### config.mk
export PLATFORM = sky130hd
export DESIGN_NAME = cpuControl
export DESIGN_NICKNAME = d
export VERILOG_FILES = /design/src/source/cpuControlPkg.sv /design/src/source/microStepIf.sv /design/src/source/controlWordGen.sv /design/src/source/cpuControl.sv /design/src/source/opcodeDecoder.sv /design/src/source/stepSequencer.sv
export VERILOG_INCLUDE_DIRS = /design/src /design/src/source
export SDC_FILE = /design/constraint.sdc
export NUM_CORES = 1
export LEC_CHECK = 0
export BUFFER_PORTS_ARGS = -buffer_cell sky130_fd_sc_hd__buf_2
export CAP_MARGIN = 20
export CORE_MARGIN = 4
export CORE_UTILIZATION = 44
export DETAILED_ROUTE_END_ITERATION = 10
export PLACE_DENSITY_LB_ADDON = 0.08
export RECOVER_POWER = 100
export SYNTH_ARGS = -nofsm -noshare
export SYNTH_HDL_FRONTEND = slang
export SYNTH_SLANG_ARGS = --single-unit
### constraint.sdc
create_clock -name Clock -period 2.4 [get_ports Clock]
set_clock_uncertainty 0.2 [all_clocks]
set_input_delay 0.24 -clock Clock [delete_from_list [all_inputs] [get_ports Clock]]
set_output_delay 0.24 -clock Clock [all_outputs]
set_load 0.01 [all_outputs]
### src/source/cpuControl_macros.svh
`ifndef CPU_CONTROL_MACROS_SVH
`define CPU_CONTROL_MACROS_SVH

`define CC_INSTR_WIDTH 32 // full IR width
`define CC_OP_MSB 31 // opcode field top bit
`define CC_OP_LSB 27 // opcode field bottom bit
`define CC_STEP_WIDTH 3 // enough for the 5-step classes
`define CC_ALUOP_WIDTH 4
`define CC_CLASS_WIDTH 4
`define CC_PHASE_WIDTH 3

`define CC_OP_LD 5'b00000 // load
`define CC_OP_ST 5'b00010 // store
`define CC_OP_ADD 5'b00011
`define CC_OP_SUB 5'b00100
`define CC_OP_AND 5'b00101
`define CC_OP_OR 5'b00110
`define CC_OP_ROR 5'b00111
`define CC_OP_ROL 5'b01000
`define CC_OP_SHR 5'b01001
`define CC_OP_SHRA 5'b01010
`define CC_OP_SHL 5'b01011
`define CC_OP_ADDI 5'b01100
`define CC_OP_ANDI 5'b01101
`define CC_OP_ORI 5'b01110
`define CC_OP_NEG 5'b10001
`define CC_OP_NOT 5'b10010
`define CC_OP_BR 5'b10011 // conditional branch
`define CC_OP_JAL 5'b10100
`define CC_OP_JR 5'b10101
`define CC_OP_HALT 5'b11011 // otherwise unused code

`define CC_STEPS_ALU 3 // alu3, aluimm, alu1
`define CC_STEPS_MEM 5 // load and store
`define CC_STEPS_BR 5
`define CC_STEPS_JR 1
`define CC_STEPS_JAL 2

`endif

### src/source/cpuControlPkg.sv
`include "cpuControl_macros.svh"

package cpuControlPkg;

    typedef logic [`CC_INSTR_WIDTH-1:0] instrWord_t; // raw IR contents
    typedef logic [`CC_OP_MSB-`CC_OP_LSB:0] opcode_t; // IR[31:27]
    typedef logic [`CC_STEP_WIDTH-1:0] step_t; // execute step, first step is 1

    // one code per ALU function, NONE when the ALU result is not wanted
    typedef enum logic [`CC_ALUOP_WIDTH-1:0] {
        NONE,
        ADD,
        SUB,
        AND,
        OR,
        ROR,
        ROL,
        SHR,
        SHRA, // arithmetic right shift
        SHL,
        NEG,
        NOT
    } aluOp_t;

    typedef enum logic [`CC_CLASS_WIDTH-1:0] {
        ALU3, // ra = rb op rc
        ALUIMM, // ra = rb op c
        ALU1, // ra = op rb
        LOAD,
        STORE,
        BRANCH,
        JR,
        JAL,
        HALT,
        ILLEGAL // anything not decoded
    } instrClass_t;

    typedef enum logic [`CC_PHASE_WIDTH-1:0] {
        RESET,
        FETCH0, // pc to mar, pc increment
        FETCH1, // memory read into mdr
        FETCH2, // mdr into ir
        EXEC, // class dependent steps
        HALTED
    } phase_t;

endpackage

### src/source/microStepIf.sv
`timescale 1ns/1ps

// decoded instruction plus sequencer position, shared by the three control blocks
interface microStepIf (
    input logic Clock // only the generator checks sample on it
);

    cpuControlPkg::instrClass_t instrClass; // from decoder
    cpuControlPkg::aluOp_t aluOp; // from decoder
    cpuControlPkg::phase_t phase; // from sequencer
    cpuControlPkg::step_t step; // from sequencer

    modport decoder (
        output instrClass,
        output aluOp
    );

    modport sequencer (
        input instrClass, // picks next phase after fetch2
        output phase,
        output step
    );

    modport generator (
        input Clock,
        input instrClass,
        input aluOp,
        input phase,
        input step
    );

endinterface

### src/source/controlWordGen.sv
`timescale 1ns/1ps

module controlWordGen (
    microStepIf.generator micro,
    input logic ConFlag, // condition flip-flop from datapath
    output logic Gra, // register select a
    output logic Grb,
    output logic Grc,
    output logic Rin, // selected register loads bus
    output logic Rout, // selected register drives bus
    output logic Cout, // sign-extended constant onto bus
    output logic PcIn,
    output logic PcOut,
    output logic IncPc,
    output logic IrIn,
    output logic MarIn,
    output logic MdrIn,
    output logic MdrOut,
    output logic Read,
    output logic Write,
    output logic YIn,
    output logic ZIn,
    output logic ZLowOut,
    output logic ConIn, // latch branch condition
    output logic Clear,
    output logic Halt,
    output cpuControlPkg::aluOp_t AluOp
);

    localparam cpuControlPkg::step_t step1 = cpuControlPkg::step_t'(1);
    localparam cpuControlPkg::step_t step2 = cpuControlPkg::step_t'(2);
    localparam cpuControlPkg::step_t step3 = cpuControlPkg::step_t'(3);
    localparam cpuControlPkg::step_t step4 = cpuControlPkg::step_t'(4);
    localparam cpuControlPkg::step_t step5 = cpuControlPkg::step_t'(5);

    logic isLoad; // load vs store share steps 1 to 3

    assign isLoad = (micro.instrClass == cpuControlPkg::LOAD);

    always_comb begin
        Gra = 1'b0; // everything idle unless a step asks
        Grb = 1'b0;
        Grc = 1'b0;
        Rin = 1'b0;
        Rout = 1'b0;
        Cout = 1'b0;
        PcIn = 1'b0;
        PcOut = 1'b0;
        IncPc = 1'b0;
        IrIn = 1'b0;
        MarIn = 1'b0;
        MdrIn = 1'b0;
        MdrOut = 1'b0;
        Read = 1'b0;
        Write = 1'b0;
        YIn = 1'b0;
        ZIn = 1'b0;
        ZLowOut = 1'b0;
        ConIn = 1'b0;
        Clear = 1'b0;
        Halt = 1'b0;
        AluOp = cpuControlPkg::NONE; // only the compute step passes the decoded op
        case (micro.phase)
            cpuControlPkg::RESET: begin
                PcIn = (micro.step != '0); // pc cleared through Clear
                Clear = (micro.step != '0);
            end
            cpuControlPkg::FETCH0: begin
                PcOut = 1'b1; // pc to mar
                MarIn = 1'b1;
                IncPc = 1'b1;
                ZIn = 1'b1; // pc+1 lands in z
            end
            cpuControlPkg::FETCH1: begin
                Read = 1'b1; // instruction into mdr
                MdrIn = 1'b1;
            end
            cpuControlPkg::FETCH2: begin
                MdrOut = 1'b1; // mdr to ir
                IrIn = 1'b1;
            end
            cpuControlPkg::EXEC: begin
                case (micro.instrClass)
                    cpuControlPkg::ALU3, cpuControlPkg::ALUIMM, cpuControlPkg::ALU1: begin
                        case (micro.step)
                            step1: begin
                                Grb = 1'b1; // rb into y
                                Rout = 1'b1;
                                YIn = 1'b1;
                            end
                            step2: begin
                                Grc = (micro.instrClass == cpuControlPkg::ALU3); // rc operand
                                Rout = (micro.instrClass == cpuControlPkg::ALU3);
                                Cout = (micro.instrClass == cpuControlPkg::ALUIMM); // imm
                                AluOp = micro.aluOp;
                                ZIn = 1'b1;
                            end
                            step3: begin
                                ZLowOut = 1'b1; // result to ra
                                Gra = 1'b1;
                                Rin = 1'b1;
                            end
                            default: ;
                        endcase
                    end
                    cpuControlPkg::LOAD, cpuControlPkg::STORE: begin
                        case (micro.step)
                            step1: begin
                                Grb = 1'b1; // base register into y
                                Rout = 1'b1;
                                YIn = 1'b1;
                            end
                            step2: begin
                                Cout = 1'b1; // base + offset
                                AluOp = micro.aluOp;
                                ZIn = 1'b1;
                            end
                            step3: begin
                                ZLowOut = 1'b1; // effective address to mar
                                MarIn = 1'b1;
                            end
                            step4: begin
                                Read = isLoad; // load reads memory
                                Gra = !isLoad; // store puts ra in mdr
                                Rout = !isLoad;
                                MdrIn = 1'b1;
                            end
                            step5: begin
                                MdrOut = isLoad; // loaded word to ra
                                Gra = isLoad;
                                Rin = isLoad;
                                Write = !isLoad; // mdr to memory
                            end
                            default: ;
                        endcase
                    end
                    cpuControlPkg::BRANCH: begin
                        case (micro.step)
                            step1: begin
                                Gra = 1'b1; // ra tested by con logic
                                Rout = 1'b1;
                                ConIn = 1'b1;
                            end
                            step2: begin
                                PcOut = 1'b1;
                                YIn = 1'b1;
                            end
                            step3: begin
                                Cout = 1'b1; // pc + offset
                                AluOp = micro.aluOp;
                                ZIn = 1'b1;
                            end
                            step4: begin
                                ZLowOut = ConFlag; // taken, target on bus
                                IncPc = !ConFlag; // not taken
                            end
                            step5: PcIn = ConFlag;
                            default: ;
                        endcase
                    end
                    cpuControlPkg::JR: begin
                        Gra = (micro.step == step1); // ra into pc
                        Rout = (micro.step == step1);
                        PcIn = (micro.step == step1);
                    end
                    cpuControlPkg::JAL: begin
                        PcOut = (micro.step == step1); // return address to link reg
                        Grb = (micro.step == step1);
                        Rin = (micro.step == step1);
                        Gra = (micro.step == step2); // then jump through ra
                        Rout = (micro.step == step2);
                        PcIn = (micro.step == step2);
                    end
                    default: ;
                endcase
            end
            cpuControlPkg::HALTED: Halt = 1'b1;
            default: ;
        endcase
    end

    // checked on settled strobes at each step boundary
    readWriteExclusive: assert property (@(posedge micro.Clock) !(Read && Write));

    regInOutExclusive: assert property (@(posedge micro.Clock) !(Rin && Rout));

endmodule

### src/source/cpuControl.sv
`timescale 1ns/1ps

module cpuControl (
    input logic Clock,
    input logic Reset,
    input cpuControlPkg::instrWord_t Ir, // held stable through execute
    input logic ConFlag,
    output logic Gra,
    output logic Grb,
    output logic Grc,
    output logic Rin,
    output logic Rout,
    output logic Cout,
    output logic PcIn,
    output logic PcOut,
    output logic IncPc,
    output logic IrIn,
    output logic MarIn,
    output logic MdrIn,
    output logic MdrOut,
    output logic Read,
    output logic Write,
    output logic YIn,
    output logic ZIn,
    output logic ZLowOut,
    output logic ConIn,
    output logic Clear,
    output logic Halt,
    output cpuControlPkg::aluOp_t AluOp
);

    microStepIf micro (.Clock(Clock)); // class, op, phase, step

    opcodeDecoder opDecode (
        .Ir(Ir),
        .micro(micro)
    );

    stepSequencer stepSeq (
        .Clock(Clock),
        .Reset(Reset),
        .micro(micro)
    );

    controlWordGen ctrlGen (
        .micro(micro),
        .ConFlag(ConFlag),
        .Gra(Gra), .Grb(Grb), .Grc(Grc),
        .Rin(Rin), .Rout(Rout), .Cout(Cout),
        .PcIn(PcIn), .PcOut(PcOut), .IncPc(IncPc),
        .IrIn(IrIn), .MarIn(MarIn),
        .MdrIn(MdrIn), .MdrOut(MdrOut),
        .Read(Read), .Write(Write),
        .YIn(YIn), .ZIn(ZIn), .ZLowOut(ZLowOut),
        .ConIn(ConIn), .Clear(Clear), .Halt(Halt),
        .AluOp(AluOp)
    );

endmodule

### src/source/opcodeDecoder.sv
`timescale 1ns/1ps
`include "cpuControl_macros.svh"

module opcodeDecoder (
    input cpuControlPkg::instrWord_t Ir, // instruction register from datapath
    microStepIf.decoder micro
);

    cpuControlPkg::opcode_t opcode;

    assign opcode = Ir[`CC_OP_MSB:`CC_OP_LSB]; // only the opcode field matters here

    // instruction class, drives step count and strobe pattern
    always_comb begin
        case (opcode)
            `CC_OP_ADD, `CC_OP_SUB, `CC_OP_AND,
            `CC_OP_OR, `CC_OP_ROR, `CC_OP_ROL,
            `CC_OP_SHR, `CC_OP_SHRA, `CC_OP_SHL: begin
                micro.instrClass = cpuControlPkg::ALU3; // register-register ops
            end
            `CC_OP_ADDI, `CC_OP_ANDI, `CC_OP_ORI: begin
                micro.instrClass = cpuControlPkg::ALUIMM; // constant from ir
            end
            `CC_OP_NEG, `CC_OP_NOT: begin
                micro.instrClass = cpuControlPkg::ALU1; // single operand
            end
            `CC_OP_LD: micro.instrClass = cpuControlPkg::LOAD;
            `CC_OP_ST: micro.instrClass = cpuControlPkg::STORE;
            `CC_OP_BR: micro.instrClass = cpuControlPkg::BRANCH;
            `CC_OP_JR: micro.instrClass = cpuControlPkg::JR;
            `CC_OP_JAL: micro.instrClass = cpuControlPkg::JAL;
            `CC_OP_HALT: micro.instrClass = cpuControlPkg::HALT;
            default: micro.instrClass = cpuControlPkg::ILLEGAL; // dropped or free codes
        endcase
    end

    // alu function; address and branch offset math reuse ADD
    always_comb begin
        case (opcode)
            `CC_OP_ADD, `CC_OP_ADDI,
            `CC_OP_LD, `CC_OP_ST, `CC_OP_BR: begin
                micro.aluOp = cpuControlPkg::ADD; // base + offset for ld/st/br
            end
            `CC_OP_SUB: micro.aluOp = cpuControlPkg::SUB;
            `CC_OP_AND, `CC_OP_ANDI: micro.aluOp = cpuControlPkg::AND;
            `CC_OP_OR, `CC_OP_ORI: micro.aluOp = cpuControlPkg::OR;
            `CC_OP_ROR: micro.aluOp = cpuControlPkg::ROR;
            `CC_OP_ROL: micro.aluOp = cpuControlPkg::ROL;
            `CC_OP_SHR: micro.aluOp = cpuControlPkg::SHR;
            `CC_OP_SHRA: micro.aluOp = cpuControlPkg::SHRA;
            `CC_OP_SHL: micro.aluOp = cpuControlPkg::SHL;
            `CC_OP_NEG: micro.aluOp = cpuControlPkg::NEG;
            `CC_OP_NOT: micro.aluOp = cpuControlPkg::NOT;
            default: micro.aluOp = cpuControlPkg::NONE; // jumps, halt, illegal
        endcase
    end

endmodule

### src/source/stepSequencer.sv
`timescale 1ns/1ps
`include "cpuControl_macros.svh"

module stepSequencer (
    input logic Clock,
    input logic Reset,
    microStepIf.sequencer micro
);

    cpuControlPkg::phase_t phase;
    cpuControlPkg::step_t step;
    cpuControlPkg::step_t lastStep; // final execute step of current class

    // step count per class
    always_comb begin
        case (micro.instrClass)
            cpuControlPkg::ALU3, cpuControlPkg::ALUIMM, cpuControlPkg::ALU1: begin
                lastStep = cpuControlPkg::step_t'(`CC_STEPS_ALU);
            end
            cpuControlPkg::LOAD, cpuControlPkg::STORE: begin
                lastStep = cpuControlPkg::step_t'(`CC_STEPS_MEM);
            end
            cpuControlPkg::BRANCH: lastStep = cpuControlPkg::step_t'(`CC_STEPS_BR);
            cpuControlPkg::JR: lastStep = cpuControlPkg::step_t'(`CC_STEPS_JR);
            cpuControlPkg::JAL: lastStep = cpuControlPkg::step_t'(`CC_STEPS_JAL);
            default: lastStep = '0; // halt and illegal skip EXEC
        endcase
    end

    // step 0 in RESET means still held or just released, step 1 is the clocked reset cycle
    always_ff @(posedge Clock or posedge Reset) begin
        if (Reset) begin
            phase <= cpuControlPkg::RESET;
            step <= '0;
        end else begin
            case (phase)
                cpuControlPkg::RESET: begin
                    if (step == '0) begin
                        step <= cpuControlPkg::step_t'(1); // pc clear cycle next
                    end else begin
                        phase <= cpuControlPkg::FETCH0;
                        step <= '0;
                    end
                end
                cpuControlPkg::FETCH0: phase <= cpuControlPkg::FETCH1;
                cpuControlPkg::FETCH1: phase <= cpuControlPkg::FETCH2;
                cpuControlPkg::FETCH2: begin
                    // opcode must be on Ir by the end of fetch2
                    case (micro.instrClass)
                        cpuControlPkg::ILLEGAL: phase <= cpuControlPkg::FETCH0; // skip it
                        cpuControlPkg::HALT: phase <= cpuControlPkg::HALTED;
                        default: begin
                            phase <= cpuControlPkg::EXEC;
                            step <= cpuControlPkg::step_t'(1);
                        end
                    endcase
                end
                cpuControlPkg::EXEC: begin
                    if (step == lastStep) begin
                        phase <= cpuControlPkg::FETCH0; // next instruction, pc kept
                        step <= '0;
                    end else begin
                        step <= step + cpuControlPkg::step_t'(1);
                    end
                end
                default: phase <= phase; // HALTED waits for Reset
            endcase
        end
    end

    assign micro.phase = phase;
    assign micro.step = step;

    // Ir changing mid-instruction would shrink lastStep under a running count
    execStepInRange: assert property (@(posedge Clock) disable iff (Reset)
        phase == cpuControlPkg::EXEC |-> step != '0 && step <= lastStep);

    haltedIsSticky: assert property (@(posedge Clock) disable iff (Reset)
        phase == cpuControlPkg::HALTED |=> phase == cpuControlPkg::HALTED);

endmodule
==> results of run 1 <==
-- worst max-delay path: stages --
cell and delay [ns]:
buf_8 0.09, inv_6 0.04, ha_4 0.28, mux2i_2 0.08, or4b_4 0.50, or3_4 0.39, a21oi_4 0.20, o21ai_1 0.12
a31oi_2 0.12, buf_2 0.14
-- layout make-up --
class	instances	area, µm²
clock buffers	3	22.52
fillers	248	799.5
flip-flops and latches	6	150.1
multi-input cells	177	1409
well taps	44	55.05
repair buffers	92	636.9
inverters	12	55.05
-- per-layer routing --
metal	vias to the layer above	global-route usage
met5	-	0
met4	0	0.08031
met3	18	0.03761
met2	107	0.4293
met1	982	0.3295
li1	935	-
-- Yosys cell counts, drive strengths merged, types with 3 or more instances --
cell type,count
inv,12
dfrtp,6
nor2b,4
a211oi,7
nand3,7
or3,5
ha,10
xnor2,4
a21o,4
a21oi,13
nand2b,4
o21bai,3
o21ai,9
nor2,21
nor3b,4
nor4,8
a31oi,6
nand2,20
o22ai,3
clkbuf,3
or2,4
mux2i,5
nor3,6
buf,10
-- worst max path at each step --
stage,start,to,slack (ns)
3_3_place_gp,Ir[28],Gra,-0.32
6_report,Ir[27],Gra,-0.24
3_5_place_dp,Ir[27],Gra,-0.45
2_1_floorplan,Ir[28],Gra,-0.05
5_1_grt,Ir[27],AluOp[3],-0.31
4_1_cts,Ir[28],Gra,-0.22
-- through the flow --
stage	TNS [ns]	instance area, µm²
6_report	-3.116	2328
3_3_place_gp	-4.636	2052
5_1_grt	-4.944	2328
3_5_place_dp	-6.598	2052
4_1_cts	-2.242	2255
2_1_floorplan	-0.2290	1538
-- report_power, final --
part           internal [W]  switching [W]  leakage [nW]
Combinational      0.000506       0.000665         0.896
Clock             0.0000560      0.0000284        0.0138
Sequential         0.000149      0.0000570        0.0694
-- placed cells by master (no fill, tap or decap), types with 3 or more instances in the layout --
cell type	instances
o21ai_0	5
nor3b_1	3
nand2_1	20
nor2b_1	4
nor3_1	4
a21o_1	4
nor2_1	18
xnor2_1	4
or2_4	3
or3_1	3
dfrtp_1	6
a31oi_1	5
nor4_1	5
clkbuf_4	3
a21oi_1	9
buf_4	55
nand2b_1	4
inv_1	10
a21oi_2	3
a211oi_2	3
o21ai_1	4
buf_2	28
nand3_1	6
clkbuf_1	3
ha_1	7
-- registers in the layout, summed over array words and instances, names as in the netlist --
| signal | cells |
|---|---|
| stepSeq.micro.step | 3 |
| stepSeq.micro.phase | 3 |
-- what timing repair did --
item | 4_1_cts | 5_1_grt
resized for setup | 32 | 13
pin swaps | 4 | 8
hold buffers | 1 | 0
endpoints found under the setup margin | 25 | 26
buffers inserted | 6 | 2
hold endpoints to repair | 6 | 0
-- cell families after synthesis --
family / count (synthesis) / share of synthesized area
compound gates: 65 / 0.3302
buf+inv: 25 / 0.07527
mux: 7 / 0.05817
simple gates: 91 / 0.3242
flops: 6 / 0.1026
fa+ha+maj: 10 / 0.08554
xor+xnor: 4 / 0.02395
==> impl_metrics.py, run 1 <==
metrics = {
    "yosys": {
        "synth_area_per_cell_um2": 7.032,
        "synth_area_leader_cell": "dfrtp_1",
        "synth_seq_cells": 6,
        "syn_nets": 253,
        "synthFlopType": "dfrtp_1",
        "postSynthCellCount": 208,
        "synth_top_area_share": 0.1027,
        "synthArstFlopShare": 1.000,
        "synth_edf_count": 0,
        "netlist_area_mm2": 0.001463,
        "synth.area.top_cells": "dfrtp_1 10%, ha_1 8.6%, nor2_1 5.4%, nand2_1 5.1%, a21oi_1 4.1%",
        "yosysSeqAreaShare": 0.1027,
        "yosysWarningCount": 0,
        "synth_cell_types": 54,
    },
    "routing": {
        "vias_per_cell": 6.114,
        "wl_met2_um": 2724,
        "top_layer_used": "met4",
        "wirelength_um": 5427,
        "detail-route-antenna-nets": 0,
        "wl_met1_um": 2152,
        "via_count": 2042,
        "dr.pass1.iters": 7,
        "drc": 0,
        "wire_per_inst_um": 16.25,
        "met3_length_um": 440,
        "drt_iter0_markers": 188,
    },
    "clock_network": {
        "clk_latency_ns": 0.23,
        "clockBufferDepth": 2,
        "cts_tree": "done",
        "numClockSinks": 6,
        "clk_pin_slew_ns": 0.04,
        "htreeDepth": 1,
        "numCtsBuffers": 3,
        "cts_root_buf": "clkbuf_4",
    },
    "sta": {
        "relSlewSlack": 0.6796,
        "slew_violations": 0,
        "rsz0062_at_grt": "yes",
        "post-route-period-util": 1.100,
        "clock.fmax_ghz": 0.3788,
        "period_minus_slack_ns": 2.640,
        "holdWs_ns": 0.2630,
        "finalHoldViolCount": 0,
        "tightest_slew_ns": 0.4762,
        "worst_slack_ns": -0.2402,
        "setup_viol_count_final": 20,
    },
    "critical_path": {
        "r2r_cells": 7,
        "rr_startpoint": "stepSeq.micro.step[2]",
        "endpoint_kind": "output pin",
        "r2r_end": "stepSeq.micro.step[0]",
        "cp_max_fo": 4,
        "start_kind": "input port",
        "cp.arrival_ns": 2.20,
        "cp.required_ns": 1.96,
        "reg2reg_setup_slack_ns": 0.23,
        "crit_type": "input port to output pin",
    },
    "global_routing": {
        "grt_pass1_vias": 1918,
        "grt_pass1_wl_um": 8790,
        "antenna_found_initial": 0,
        "grt_max_degree": 15,
        "grt_use_total": 0.2544,
        "grt-ovfl-total": 0,
    },
    "placed_design": {
        "gp_congestion": 0.9245,
        "placed_cells": 322,
        "pre_cts_slack_ns": -0.4453,
        "portBuffers": 32,
        "dpl.hpwl_um": 4090,
    },
    "worst_hold_path": {
        "hp-class": "input port to asynchronous set/reset pin",
    },
    "floorplanning": {
        "io_pins": 60,
        "chipWidth_um": 65.66,
        "coreArea_mm2": 0.003128,
        "rows": 20,
        "initial_core_util": 0.4676,
        "die_y_um": 65.66,
        "die-area_mm2": 0.004311,
    },
    "layout": {
        "drive_gt1_frac": 0.4655,
        "post-route-util": 0.7444,
        "final_cells": 334,
        "antennaDiodeCount": 0,
        "fin_nets": 337,
        "area_growth_pct": 59.20,
    },
    "power": {
        "power_w": 0.001462,
        "power_density_mw_per_mm2": 627.8,
        "ir_drop_v": 0.0006315,
        "p_leak_nw": 0.9787,
    },
    "outcome": {
        "violations": "negative setup slack",
        "outcome": "finished with violations",
    },
    "job": {
        "drv_cap": 0,
    },
}
No activity file was read; power rests on OpenSTA's default activity.
==> inputs of run 2 (changes only) <==
--- a/config.mk
+++ b/config.mk
@@ -9,7 +9,7 @@
 export BUFFER_PORTS_ARGS = -buffer_cell sky130_fd_sc_hd__buf_2
 export CAP_MARGIN = 20
 export CORE_MARGIN = 4
-export CORE_UTILIZATION = 44
+export CORE_UTILIZATION = 49
 export DETAILED_ROUTE_END_ITERATION = 10
 export PLACE_DENSITY_LB_ADDON = 0.08
 export RECOVER_POWER = 100
==> constraint.sdc (replaced) <==
create_clock -name Clock -period 2.5 [get_ports Clock]
set_clock_uncertainty 0.2 [all_clocks]
set_input_delay 0.25 -clock Clock [delete_from_list [all_inputs] [get_ports Clock]]
set_output_delay 0.25 -clock Clock [all_outputs]
set_load 0.01 [all_outputs]
==> run 2 against run 1 <==
The flow still finishes with violations (negative setup slack). Cell count decreased by 4.2%. Clock power decreased by 2%. Register-to-register slack improved by 0.15 ns. Count of clock-buffer cells in the layout unchanged. Critical path type unchanged.
==> impl_metrics.py, run 2 (synthesized netlist as in run 1, its figures left out) <==
metrics = {
    "power": {
        "ir_drop_v": 0.0006273,
        "p_leak_nw": 0.9912,
        "power_density_mw_per_mm2": 607.1,
    },
    "global_routing": {
        "grt_pass1_vias": 1926,
        "grt-ovfl-total": 0,
        "antenna_found_initial": 0,
        "grt_max_degree": 15,
        "grt-busiest-layer": "met2",
        "grtUsageMet2": 0.4687,
        "grt_pass1_wl_um": 8914,
        "grt_use_total": 0.2710,
        "grt_use_met1": 0.3471,
        "met3_usage": 0.03058,
    },
    "layout": {
        "top_regs": "stepSeq.micro.phase: 3 flops, stepSeq.micro.step: 3 flops",
        "final_common_cell": "buf_4",
        "post-route-cell-area_mm2": 0.002391,
        "nFillCells": 155,
        "antennaDiodeCount": 0,
        "final_cells": 320,
        "fin_nets": 336,
        "area_growth_pct": 63.47,
        "layout_common_cells": "55 x buf_4, 28 x buf_2, 18 x nand2_1",
        "drive_gt1_frac": 0.5121,
    },
    "sta": {
        "slew_violations": 0,
        "finalHoldViolCount": 0,
        "worst_slack_ns": -0.2185,
        "tightest_slew_ns": 0.4795,
        "setup_viol_count_final": 17,
        "clock.fmax_ghz": 0.3679,
        "relSlewSlack": 0.6770,
        "rsz0062_at_grt": "yes",
        "period_minus_slack_ns": 2.718,
        "post-route-period-util": 1.087,
    },
    "routing": {
        "detail-route-antenna-nets": 0,
        "drc": 0,
        "wire_per_inst_um": 20.09,
        "via_count": 2161,
        "vias_per_cell": 6.753,
        "wirelength_um": 6428,
        "dr.pass1.iters": 5,
        "drt_iter0_markers": 322,
    },
    "floorplanning": {
        "chipWidth_um": 62.64,
        "die-area_mm2": 0.003923,
        "initial_core_util": 0.5214,
        "io_pins": 60,
        "rows": 19,
        "die_y_um": 62.64,
        "coreArea_mm2": 0.002805,
    },
    "critical_path": {
        "max_stage_delay_ns": 0.50,
        "crit_chain": "buf_12 > inv_8 > ha_4 > mux2i_2 > or4b_4 > or3_4 > a21oi_4 > nand3_2 > a21oi_2 > buf_2",
        "endpoint_kind": "output pin",
        "cp.arrival_ns": 2.27,
        "crit_path_top_delay_cell": "or4b_4",
        "crit_type": "input port to output pin",
        "cp.required_ns": 2.05,
        "start_kind": "input port",
        "cp_max_fo": 4,
    },
    "placed_design": {
        "postPlaceCellArea_mm2": 0.001974,
        "dpl.hpwl_um": 3885,
        "gp_congestion": 0.9696,
        "portBuffers": 32,
        "placed_cells": 303,
    },
    "clock_network": {
        "cts_root_buf": "clkbuf_4",
        "cts_tree": "done",
        "numClockSinks": 6,
        "clk_pin_slew_ns": 0.04,
        "clockBufferDepth": 2,
        "clk_latency_ns": 0.23,
        "htreeDepth": 1,
        "numCtsBuffers": 3,
    },
    "worst_hold_path": {
        "hp-class": "input port to asynchronous set/reset pin",
    },
    "outcome": {
        "violations": "negative setup slack",
        "outcome": "finished with violations",
    },
    "job": {
        "drv_cap": 0,
    },
}
## run 2: changes by cell type in the layout (fill, tap and decap cells not counted), sizes merged
cell	before	now
buf	87	88
clkbuf	7	5
## run 2: per-stage QoR
stage / utilization / TNS (ns) / hold WS [ns] / power (W) / setup slack [ns]
4_1_cts: 0.7899 / -0.5767 / 0.2527 / 0.001324 / -0.1340
3_3_place_gp: 0.7038 / -2.739 / -0.04169 / 0.001134 / -0.2487
6_report: 0.8524 / -1.856 / 0.2658 / 0.001452 / -0.2185
5_1_grt: 0.8524 / -3.309 / 0.2865 / 0.001561 / -0.3139
3_5_place_dp: 0.7038 / -4.110 / -0.03603 / 0.001167 / -0.3037
2_1_floorplan: - / 0 / -0.1590 / 0.0008231 / 0.006940
## run 2: critical path, delay by kind of cell
family	cells	cell delay, ns
adder cells (fa/ha/maj)	1	0.30
AO/OA/AOI/OAI	2	0.39
multiplexers	1	0.09
AND/OR/NAND/NOR	3	0.96
buffers and inverters	3	0.27
## run 2: layout make-up
class | instances | area, µm² | area share
Multi-Input combinational cell | 177 | 1481 | 0.6196
Timing Repair Buffer | 91 | 643.1 | 0.2690
Sequential cell | 6 | 150.1 | 0.06279
Inverter | 12 | 55.05 | 0.02302
Tap cell | 31 | 38.79 | 0.01622
Clock buffer | 3 | 22.52 | 0.009419
## run 2: metal layers
metal  part of all wire  wire length [µm]  up-vias
met5                  0                 0        -
met3              0.097               622       50
met4              0.057               366        0
li1                   -                 -      937
met1               0.37              2388     1001
met2               0.47              3051      173
## run 2: timing repair
action	in CTS	in global routing
pin swaps	13	14
setup buffers	7	7
endpoints found under the setup margin	20	21
endpoints found under the hold margin	6	0
gates resized for setup	38	30
hold buffers	1	0
## run 2: path summary, 6_finish.rpt
| path | from | end | slack [ns] | cells past startpoint |
|---|---|---|---|---|
| hold reg to reg | stepSeq.micro.step[1] | stepSeq.micro.step[1] | 0.42 | 1 |
| setup reg to reg | stepSeq.micro.step[2] | stepSeq.micro.step[0] | 0.38 | 7 |
| min in group Clock | stepSeq.micro.step[1] | stepSeq.micro.step[1] | 0.42 | 1 |
| hold / removal | Reset | stepSeq.micro.phase[0] | 0.27 | 3 |
| setup / recovery | Ir[28] | MarIn | -0.22 | 10 |
| max in group asynchronous | Reset | stepSeq.micro.step[2] | 1.65 | 3 |
## run 2: report_power, final
group          internal, W  total (W)  switching (W)
Clock            0.0000539  0.0000826      0.0000287
Combinational     0.000489    0.00117       0.000683
Sequential        0.000143   0.000197      0.0000543
Total             0.000686    0.00145       0.000766
==> inputs of run 3 (changes only) <==
--- a/config.mk
+++ b/config.mk
@@ -8,7 +8,7 @@
 export LEC_CHECK = 0
 export BUFFER_PORTS_ARGS = -buffer_cell sky130_fd_sc_hd__buf_2
 export CAP_MARGIN = 20
-export CORE_MARGIN = 4
+export CORE_MARGIN = 3
 export CORE_UTILIZATION = 49
 export DETAILED_ROUTE_END_ITERATION = 10
 export PLACE_DENSITY_LB_ADDON = 0.08
==> run 3 against run 2 <==
The run still ends with negative setup slack left. Largest cell class unchanged. Wire length decreased by 15%. Sequential power increased by 4%. Utilization decreased by 1.8 points. Power decreased by 1.4%.
==> impl_metrics.py, run 3 (synthesized netlist as in run 1, its figures left out) <==
metrics = {
    "placed_design": {
        "portBuffers": 32,
        "dpl.hpwl_um": 3810,
        "gp_congestion": 0.9387,
        "placed_cells": 305,
    },
    "clock_network": {
        "numClockSinks": 6,
        "numCtsBuffers": 3,
        "clockBufferDepth": 2,
        "cts_root_buf": "clkbuf_4",
        "htreeDepth": 1,
        "clk_pin_slew_ns": 0.04,
        "cts_tree": "done",
        "clk_latency_ns": 0.24,
    },
    "critical_path": {
        "crit_top_cell": "buf_4",
        "path_buf_inv": 5,
        "max_stage_delay_ns": 0.37,
        "cp.arrival_ns": 2.23,
        "crit_chain": "buf_12 > inv_8 > ha_4 > mux2i_1 > a211oi_2 > buf_4 > nor4_2 > buf_4 > a31oi_1 > o21ai_2 > a31oi_2 > buf_2",
        "crit_type": "input port to output pin",
        "start_kind": "input port",
        "cp.required_ns": 2.05,
        "cp_max_fo": 6,
        "crit_path_top_delay_cell": "a211oi_2",
        "endpoint_kind": "output pin",
        "cp_top_family": "compound AO/OA/AOI/OAI gates",
    },
    "global_routing": {
        "antenna_found_initial": 0,
        "grt_pass1_wl_um": 8231,
        "grt_max_degree": 15,
        "grt_pass1_vias": 1823,
        "grt_use_total": 0.2919,
        "grt-ovfl-total": 0,
    },
    "layout": {
        "top_regs": "stepSeq.micro.phase: 3 flops, stepSeq.micro.step: 3 flops",
        "antennaDiodeCount": 0,
        "post-route-util": 0.8345,
        "fin_nets": 335,
        "drive_gt1_frac": 0.4826,
        "area_growth_pct": 60.05,
        "final_cells": 319,
        "layout_common_cells": "54 x buf_4, 28 x buf_2, 20 x nand2_1",
        "nFillCells": 171,
        "final_common_cell": "buf_4",
    },
    "outcome": {
        "violations": "negative setup slack",
        "outcome": "finished with violations",
    },
    "sta": {
        "finalHoldViolCount": 0,
        "slew_violations": 0,
        "rsz0062_at_grt": "yes",
        "tightest_slew_ns": 0.4599,
        "holdWs_ns": 0.2734,
        "worst_slack_ns": -0.1822,
        "clock.fmax_ghz": 0.3728,
        "setup_viol_count_final": 20,
        "relSlewSlack": 0.6906,
        "period_minus_slack_ns": 2.682,
        "post-route-period-util": 1.073,
    },
    "power": {
        "power_density_mw_per_mm2": 611.1,
        "p_leak_nw": 0.9789,
        "power_w": 0.001431,
        "ir_drop_v": 0.0007006,
    },
    "routing": {
        "drc": 0,
        "via_count": 2013,
        "dr.pass1.iters": 5,
        "detail-route-antenna-nets": 0,
        "wire_per_inst_um": 17.07,
        "wirelength_um": 5444,
        "vias_per_cell": 6.310,
        "drt_iter0_markers": 194,
    },
    "worst_hold_path": {
        "hp-class": "input port to asynchronous set/reset pin",
    },
    "floorplanning": {
        "die_y_um": 60.64,
        "rows": 19,
        "coreArea_mm2": 0.002805,
        "initial_core_util": 0.5214,
        "io_pins": 60,
        "die-area_mm2": 0.003677,
        "chipWidth_um": 60.64,
    },
    "job": {
        "drv_cap": 0,
    },
}
==> run 3: cell count changes in the layout (fill, tap and decap cells not counted), moves of 2 or more <==
cell / before / now
nand2_1: 18 / 20
mux2i_1: 1 / 3
a21oi_1: 8 / 6
nor2_1: 17 / 19
a211oi_4: 3 / 1
o22ai_2: 2 / 0
a211oi_2: 2 / 4
nand2_2: 2 / 0
mux2i_2: 2 / 0
a21oi_2: 4 / 6
nor2_2: 3 / 1
==> run 3: through the flow <==
| stage | cell area [µm²] | setup TNS, ns | setup WS [ns] |
|---|---|---|---|
| floorplan | 1509 | 0 | 0.006940 |
| global placement | 1989 | -2.772 | -0.2569 |
| detailed placement | 1989 | -3.998 | -0.3017 |
| CTS | 2202 | -0.9222 | -0.1632 |
| global route | 2341 | -4.450 | -0.2901 |
| finish | 2341 | -1.936 | -0.1822 |
==> run 3: worst reg2reg max path: cells and delay by family, from the launching register on <==
kind	cells	cell delay, ns
AOI/OAI and AO/OA	5	1.11
and+or+nand+nor	1	0.14
buffers and inverters	1	0.18
DFF	1	0.37
==> run 3: layer usage <==
metal  GRT usage  up-vias  part of all wire
li1            -      934                 -
met1      0.4067      966              0.40
met2      0.4641      101              0.51
met3     0.02979       12             0.075
met4      0.1115        0             0.013
met5           0        -                 0
==> run 3: cell type report <==
type	instances	area, µm²	share of cell area
Tap cell	31	38.79	0.01657
Sequential cell	6	150.1	0.06414
Inverter	12	57.56	0.02459
Clock buffer	3	22.52	0.009621
Timing Repair Buffer	90	630.6	0.2694
Multi-Input combinational cell	177	1441	0.6157
==> run 3: final timing paths <==
path	start	endpoint	slack [ns]	cells after the start
setup / recovery	Ir[27]	Gra	-0.18	12
hold / removal	Reset	stepSeq.micro.step[0]	0.27	3
setup reg to reg	stepSeq.micro.step[2]	stepSeq.micro.step[0]	0.38	7
hold reg to reg	stepSeq.micro.step[1]	stepSeq.micro.step[1]	0.42	1
max in group asynchronous	Reset	stepSeq.micro.phase[2]	1.65	3
min in group Clock	stepSeq.micro.step[1]	stepSeq.micro.step[1]	0.42	1
==> run 3: repair_timing <==
| item | in CTS | in global routing |
|---|---|---|
| hold endpoints to repair | 6 | 0 |
| hold buffers | 1 | 0 |
| pin swaps | 12 | 12 |
| endpoints found under the setup margin | 21 | 27 |
| resized for setup | 34 | 22 |
| buffers inserted | 6 | 4 |
==> run 3: report_power, final <==
group	switching, W	total [W]	internal (W)
registers	0.0000617	0.000204	0.000143
logic	0.000654	0.00114	0.000486
clock network	0.0000314	0.0000854	0.0000540
total	0.000747	0.00143	0.000683
